<file path="config.mk">
export PLATFORM = sky130hd
export DESIGN_NAME = mesh_route_unit
export DESIGN_NICKNAME = d
export VERILOG_FILES = /design/src/rtl/mesh_route_pkg.sv /design/src/rtl/mesh_dir.sv /design/src/rtl/turn_model_route.sv /design/src/rtl/odd_even_route.sv /design/src/rtl/mesh_route_unit.sv
export VERILOG_INCLUDE_DIRS = /design/src /design/src/rtl
export SDC_FILE = /design/constraint.sdc
export NUM_CORES = 1
export LEC_CHECK = 0
export BUFFER_PORTS_ARGS = -buffer_cell sky130_fd_sc_hd__buf_2
export CAP_MARGIN = 20
export CORE_MARGIN = 3
export CORE_UTILIZATION = 47
export CTS_CLUSTER_DIAMETER = 80
export DETAILED_ROUTE_END_ITERATION = 12
export PLACE_DENSITY = 0.77
export SLEW_MARGIN = 20
export SYNTH_ARGS = -nofsm -noshare
export SYNTH_HDL_FRONTEND = slang
export SYNTH_SLANG_ARGS = --single-unit
export TNS_END_PERCENT = 10
</file>
<file path="constraint.sdc">
create_clock -name clk -period 1 [get_ports clk]
set_clock_uncertainty 0.2 [all_clocks]
set_input_delay 0.2 -clock clk [delete_from_list [all_inputs] [get_ports clk]]
set_output_delay 0.2 -clock clk [all_outputs]
set_load 0.005 [all_outputs]
</file>
<file path="src/rtl/mesh_route_settings.svh">
`ifndef MESH_ROUTE_SETTINGS_SVH
`define MESH_ROUTE_SETTINGS_SVH

// mesh dimensions
`define MESH_NX 4
`define MESH_NY 4

// coordinate field widths, follow the grid size
`define MESH_XW ($clog2(`MESH_NX))
`define MESH_YW ($clog2(`MESH_NY))

// a mesh router always has five ports
`define MESH_PORTS 5

// 1: route computed in the network interface, 0: inside the router
`define ODD_EVEN_IN_NI 1

`endif

</file>
<file path="src/rtl/mesh_route_pkg.sv">
`default_nettype none

`include "mesh_route_settings.svh"

package mesh_route_pkg;

    // router address, also used for the destination
    typedef struct packed {
        logic [`MESH_XW-1:0] x;
        logic [`MESH_YW-1:0] y;
    } mesh_coord_t;

    // bit positions inside a port mask
    typedef enum logic [2:0] {
        LOCAL = 3'd0,
        EAST  = 3'd1, // x increasing
        NORTH = 3'd2, // y decreasing
        WEST  = 3'd3,
        SOUTH = 3'd4  // y increasing
    } mesh_port_e;

    typedef logic [`MESH_PORTS-1:0] port_mask_t;

    // 6 and 7 reserved, no port allowed
    typedef enum logic [2:0] {
        XY             = 3'd0,
        WEST_FIRST     = 3'd1,
        NORTH_LAST     = 3'd2,
        NEGATIVE_FIRST = 3'd3,
        ODD_EVEN       = 3'd4,
        DUATO          = 3'd5
    } route_alg_e;

    typedef struct packed {
        logic x_plus;
        logic x_min;
        logic y_plus;
        logic y_min;
        logic same_x;
        logic same_y;
    } dir_flags_t;

    // compact code used by the adaptive port selection
    typedef struct packed {
        logic x_plus;
        logic y_min;
        logic use_x; // east or west allowed
        logic use_y; // north or south allowed
    } dest_code_t;

    typedef struct packed {
        port_mask_t mask;
        dest_code_t code;
    } route_result_t;

endpackage

`default_nettype wire

</file>
<file path="src/rtl/mesh_dir.sv">
`default_nettype none

// direction of the destination as seen from the current router
module mesh_dir (
    input  mesh_route_pkg::mesh_coord_t cur,
    input  mesh_route_pkg::mesh_coord_t dst,
    output mesh_route_pkg::dir_flags_t  flags
);

    // x grows toward east
    always_comb begin
        flags.x_plus = (dst.x > cur.x);
        flags.x_min  = (dst.x < cur.x);
        flags.same_x = (dst.x == cur.x);
    end

    // y grows toward south, so y_min means north-bound
    always_comb begin
        flags.y_plus = (dst.y > cur.y);
        flags.y_min  = (dst.y < cur.y);
        flags.same_y = (dst.y == cur.y);
    end

endmodule

`default_nettype wire

</file>
<file path="src/rtl/turn_model_route.sv">
`default_nettype none

// allowed output ports for xy, the turn models and duato
module turn_model_route (
    input  mesh_route_pkg::route_alg_e alg,
    input  mesh_route_pkg::dir_flags_t flags,
    output mesh_route_pkg::port_mask_t mask
);

    import mesh_route_pkg::*;

    port_mask_t productive; // every port that brings the flit closer
    port_mask_t x_only;     // productive ports on the x axis
    logic       diagonal;

    always_comb begin
        productive        = '0;
        productive[LOCAL] = flags.same_x && flags.same_y;
        productive[EAST]  = flags.x_plus;
        productive[WEST]  = flags.x_min;
        productive[NORTH] = flags.y_min;
        productive[SOUTH] = flags.y_plus;
    end

    always_comb begin
        x_only       = '0;
        x_only[EAST] = flags.x_plus;
        x_only[WEST] = flags.x_min;
    end

    // straight-line moves have a single productive port anyway
    assign diagonal = !flags.same_x && !flags.same_y;

    always_comb begin
        mask = '0;
        case (alg)
            XY: begin
                // x dimension is resolved first
                mask = diagonal ? x_only : productive;
            end
            WEST_FIRST: begin
                // no turn into west, so all west hops come first
                if (diagonal && flags.x_min) begin
                    mask       = '0;
                    mask[WEST] = 1'b1;
                end else begin
                    mask = productive;
                end
            end
            NORTH_LAST: begin
                if (diagonal && flags.y_min) begin
                    mask = x_only; // north only once x is done
                end else begin
                    mask = productive;
                end
            end
            NEGATIVE_FIRST: begin
                // west and north are the negative directions
                if (diagonal && flags.x_min && flags.y_min) begin
                    mask       = '0;
                    mask[WEST] = 1'b1;
                end else if (diagonal && flags.x_plus && flags.y_plus) begin
                    mask        = '0;
                    mask[SOUTH] = 1'b1; // no east to south turn
                end else begin
                    mask = productive;
                end
            end
            DUATO: begin
                mask = productive; // fully adaptive at mask level
            end
            default: begin
                mask = '0; // odd-even is handled elsewhere, 6 and 7 reserved
            end
        endcase
    end

endmodule

`default_nettype wire

</file>
<file path="src/rtl/odd_even_route.sv">
`default_nettype none

`include "mesh_route_settings.svh"

// odd-even turn model, restrictions depend on column parity
module odd_even_route (
    input  mesh_route_pkg::mesh_coord_t cur,
    input  mesh_route_pkg::mesh_coord_t dst,
    output mesh_route_pkg::port_mask_t  mask
);

    import mesh_route_pkg::*;

    localparam bit IN_NI = (`ODD_EVEN_IN_NI != 0);

    logic signed [`MESH_XW:0] x_off; // dst minus cur, one sign bit
    logic signed [`MESH_YW:0] y_off;
    logic                     cur_odd;
    logic                     dst_odd;
    port_mask_t               y_port; // productive port on the y axis

    assign x_off   = $signed({1'b0, dst.x}) - $signed({1'b0, cur.x});
    assign y_off   = $signed({1'b0, dst.y}) - $signed({1'b0, cur.y});
    assign cur_odd = cur.x[0];
    assign dst_odd = dst.x[0];

    always_comb begin
        y_port = '0;
        if (y_off < 0) begin
            y_port[NORTH] = 1'b1;
        end else if (y_off > 0) begin
            y_port[SOUTH] = 1'b1;
        end
    end

    always_comb begin
        mask = '0;
        if (x_off == 0 && y_off == 0) begin
            mask[LOCAL] = 1'b1;
        end else if (x_off == 0) begin
            mask = y_port; // same column
        end else if (y_off == 0) begin
            // same row
            if (x_off < 0) begin
                mask[WEST] = 1'b1;
            end else begin
                mask[EAST] = 1'b1;
            end
        end else if (x_off > 0) begin
            // east-bound
            if (cur_odd || IN_NI) begin
                mask = mask | y_port;
            end
            // one hop from an even column would force an east to y turn there
            if (dst_odd || x_off != 1) begin
                mask[EAST] = 1'b1;
            end
        end else begin
            // west-bound
            mask[WEST] = 1'b1;
            if (!cur_odd) begin
                mask = mask | y_port; // turns out of west only in even columns
            end
        end
    end

endmodule

`default_nettype wire

</file>
<file path="src/rtl/mesh_route_unit.sv">
`default_nettype none

// route computation stage, one cycle from head strobe to result
module mesh_route_unit (
    input  logic                          clk,
    input  logic                          rst_n,
    input  logic                          head_valid,
    input  mesh_route_pkg::mesh_coord_t   cur,
    input  mesh_route_pkg::mesh_coord_t   dst,
    input  mesh_route_pkg::route_alg_e    alg,
    output logic                          route_valid,
    output mesh_route_pkg::route_result_t result
);

    import mesh_route_pkg::*;

    dir_flags_t flags;
    port_mask_t tm_mask; // turn models, xy and duato
    port_mask_t oe_mask;
    port_mask_t sel_mask;
    dest_code_t code;

    mesh_dir u_mesh_dir (
        .cur   (cur),
        .dst   (dst),
        .flags (flags)
    );

    turn_model_route u_turn_model_route (
        .alg   (alg),
        .flags (flags),
        .mask  (tm_mask)
    );

    odd_even_route u_odd_even_route (
        .cur  (cur),
        .dst  (dst),
        .mask (oe_mask)
    );

    assign sel_mask = (alg == ODD_EVEN) ? oe_mask : tm_mask;

    // destination code for the adaptive port selection
    always_comb begin
        code.x_plus = flags.x_plus;
        code.y_min  = flags.y_min;
        code.use_x  = sel_mask[EAST] | sel_mask[WEST];
        code.use_y  = sel_mask[NORTH] | sel_mask[SOUTH];
    end

    always_ff @(posedge clk or negedge rst_n) begin
        if (!rst_n) begin
            route_valid <= 1'b0;
            result      <= '0;
        end else begin
            route_valid <= head_valid; // one pulse per strobe
            if (head_valid) begin
                result.mask <= sel_mask;
                result.code <= code;
            end
        end
    end

endmodule

`default_nettype wire

</file>
==> results.py <==
metrics = {
    "hold_path": {
        "holdCritPathClass": "input pin to flip-flop",
        "holdCritStartpoint": "head_valid",
        "hold_path_depth": 2,
        "holdPathEnd": "result[7]",
    },
    "setup_path": {
        "r2r_start": "result[3]",
        "slowest_stage": "sky130_fd_sc_hd__fa_2",
        "cp-end-kind": "flip-flop",
        "r2r-end": "result[3]",
        "worst_stage_delay_on_the_critical_path_ns": 0.55,
        "cp_data_arrival_time_ns": 1.68,
        "combined_buffer_and_inverter_count_along_the_critical_path": 3,
        "worst-path-max-fanout": 3,
        "kind_of_critical_path": "input pin to flip-flop",
        "worstPathCellList": "buf_6, inv_4, ha_4, inv_2, fa_2, nand4bb_1, a31oi_1, a211o_1, o22a_1",
        "startpoint_type": "input pin",
        "worst-r2r-setup-slack_ns": 0.05,
        "reg2reg_depth": 1,
        "timing.critical_path.max_delay_family": "adder cells",
        "cp.required_ns": 0.94,
    },
    "synth": {
        "synth_top_cell_area_share": 0.3650,
        "syn_nets": 89,
        "synth.yosys.warnings": 0,
        "synth.top_cells.by_count": "10 x sky130_fd_sc_hd__dfrtp_1, 9 x sky130_fd_sc_hd__inv_1, 5 x sky130_fd_sc_hd__nor2_1",
        "netlist.top_cell.by_area": "sky130_fd_sc_hd__dfrtp_1",
        "synth_ff_type": "sky130_fd_sc_hd__dfrtp_1",
        "multiplexer_share_of_the_synthesized_area": 0.03285,
        "synthArstFlopShare": 1.000,
        "postSynthRegisterBits": 10,
        "yosys.area_share.xor_xnor": 0,
        "syn_area_per_cell_um2": 9.937,
        "cell_area_after_technology_mapping_um2": 685.7,
        "yosys.cell_count.top_type": "sky130_fd_sc_hd__dfrtp_1",
        "number_of_synthesized_flops_with_an_enable_pin": 0,
        "synth_sequential_area_ratio": 0.3650,
        "synthSimpleGateAreaFrac": 0.1788,
        "synth_cell_types": 31,
        "combinational_family_with_the_most_area_after_synthesis": "compound AO/OA/AOI/OAI gates",
        "postSynthCellCount": 69,
        "synth_compound_area_frac": 0.2153,
        "synth_fa_ha_area_frac": 0.1314,
        "post_synth_main_area_contributors": "sky130_fd_sc_hd__dfrtp_1 36%, sky130_fd_sc_hd__ha_1 7.3%, sky130_fd_sc_hd__fa_1 5.8%",
    },
    "cts": {
        "cts_num_sinks": 10,
        "clk_pin_slew_ns": 0.07,
        "post_cts_buffers": 0,
        "tritoncts": "yes",
        "cts_made_buffers": 3,
        "cts_root_buf": "sky130_fd_sc_hd__clkbuf_4",
        "cts.htree.levels": 1,
        "clock_path_buffers": 2,
        "clock_latency_ns": 0.25,
    },
    "status": {
        "violations": "negative setup slack",
        "run_status": "complete, but fails checks",
    },
    "finish": {
        "fraction_of_layout_instances_using_a_drive_strength_above_1": 0.5678,
        "antenna_cells": 0,
        "final_area_um2": 1137,
        "num-nets-final": 139,
        "nFillCells": 81,
        "synthToLayoutAreaGrowth_pct": 65.88,
    },
    "sta": {
        "report.final.setup_viol": 19,
        "grt_setup_unrepaired": "yes",
        "final.period_utilization": 1.740,
        "maxClockFrequency_ghz": 0.5747,
        "max_slew_margin": 0.8009,
        "final_period_minus_worst_setup_slack_ns": 1.740,
        "fin_hold_ws_ns": 0.1079,
        "transition_time_at_the_pin_with_the_least_slew_margin_ns": 0.2955,
        "final-max-slew-violation-count": 0,
        "hold_violations": 0,
        "setup_slack_ns": -0.7399,
    },
    "detailed_routing": {
        "dr_pass1_iterations": 4,
        "sum_of_met3_wire_segment_lengths_after_detailed_routing_um": 95,
        "drt_first_iter_violations": 10,
        "post-route-drc-count": 0,
        "wl_per_cell_um": 14.24,
        "routed_wl_um": 1894,
        "top_signal_layer_used": "met4",
        "num_vias": 706,
        "wl_met1_um": 765,
        "route.met2.wl_um": 992,
        "drtAntennaViolNets": 0,
        "vias_per_cell": 5.308,
    },
    "grt": {
        "number_of_global_route_vias_before_repair": 739,
        "grt_overall_usage": 0.1949,
        "grt_first_pass_wirelength_um": 2918,
        "globalRouteOverflowTotal": 0,
        "largest_net_degree_at_the_start_of_global_routing": 11,
        "grt_antenna_before_repair": 0,
    },
    "pwr": {
        "peakVddDrop_mv": 0.8513,
        "power.total_uw": 1313,
        "power.density_nw_per_um2": 1155,
        "power_leakage_uw": 0.0005455,
    },
    "place": {
        "dp.final_hpwl_um": 1410,
        "port_buffers": 23,
        "place.gp.congestion": 0.8260,
        "dpl_cell_area_um2": 993.5,
    },
    "floorplan": {
        "rows": 13,
        "floorplan.initialDensity": 0.5141,
        "placeableCoreArea_um2": 1334,
        "die-area_um2": 1953,
        "die_y_um": 44.20,
        "boundaryPins": 24,
        "die_x_um": 44.20,
    },
    "run": {
        "maxCapViolations": 0,
    },
}
-- state kept, by name (all words and copies together), names as in the netlist --
signal       count
route_valid      1
result           9
-- where the power goes --
group | leakage, uW | internal, uW | switching, uW
sequential | 0.000120 | 453 | 25.6
clock | 0.0000210 | 220 | 132
combinational | 0.000404 | 268 | 214
total | 0.000546 | 942 | 372
-- stage by stage --
stage,setup TNS (ns),std cells,setup WS [ns],utilization
6_report,-6.416,133,-0.7399,0.8527
5_1_grt,-7.060,133,-0.8304,0.8527
4_1_cts,-6.635,133,-0.7502,0.8293
3_5_place_dp,-8.723,127,-1.154,0.7448
2_1_floorplan,-5.621,69,-0.8644,-
3_3_place_gp,-8.327,127,-1.084,0.7448
-- timing repair --
item	4_1_cts	5_1_grt
hold buffers	2	0
gates resized for setup	16	6
hold endpoints to repair	11	0
pin swaps	11	4
endpoints found under the setup margin	19	19
-- cells in the final DEF (no fill, tap or decap), types with 2 or more instances in the layout --
cell,synthesis,routed
sky130_fd_sc_hd__nor2_1,5,5
sky130_fd_sc_hd__buf_2,0,20
sky130_fd_sc_hd__dlygate4sd3_1,0,2
sky130_fd_sc_hd__nand2b_1,2,2
sky130_fd_sc_hd__ha_4,0,3
sky130_fd_sc_hd__fa_2,0,2
sky130_fd_sc_hd__a211o_1,2,2
sky130_fd_sc_hd__nand4_1,2,2
sky130_fd_sc_hd__mux2_2,2,2
sky130_fd_sc_hd__nand3b_1,2,2
sky130_fd_sc_hd__dfrtp_1,10,10
sky130_fd_sc_hd__inv_2,0,2
sky130_fd_sc_hd__buf_4,1,21
sky130_fd_sc_hd__a21oi_1,4,3
sky130_fd_sc_hd__o21ai_2,0,2
sky130_fd_sc_hd__inv_1,9,5
sky130_fd_sc_hd__clkbuf_4,0,3
sky130_fd_sc_hd__buf_6,1,3
sky130_fd_sc_hd__nand2_1,4,4
sky130_fd_sc_hd__o22a_1,2,2
-- worst max-delay path by stage --
stage / slack [ns] / cells after the start / to / start
2_1_floorplan: -0.86 / 7 / result[1] / dst[2]
3_3_place_gp: -1.08 / 8 / result[1] / dst[2]
3_5_place_dp: -1.15 / 8 / result[1] / dst[2]
4_1_cts: -0.75 / 8 / result[5] / dst[2]
5_1_grt: -0.83 / 8 / result[5] / dst[2]
6_report: -0.74 / 9 / result[1] / dst[0]
-- final cells by class --
cell class	count	area [um2]	share of cell area
clock buffers	4	36.28	0.03190
inverters	9	48.80	0.04290
repair buffers	47	331.6	0.2915
well taps	15	18.77	0.01650
multi-input cells	48	451.7	0.3971
flip-flops and latches	10	250.2	0.2200
-- metal layers --
layer  track usage  up-vias
met4       0.07229        0
met3       0.01626        6
met1        0.2185      329
met5             0        -
met2        0.3750       27
li1              -      344
-- kinds of logic after synthesis --
logic type,after synthesis
adder cells (fa/ha/maj),6
buffers and inverters,11
AND/OR/NAND/NOR,21
AO/OA/AOI/OAI,19
flip-flops,10
multiplexers,2
Power figures use the tool's default switching activity.
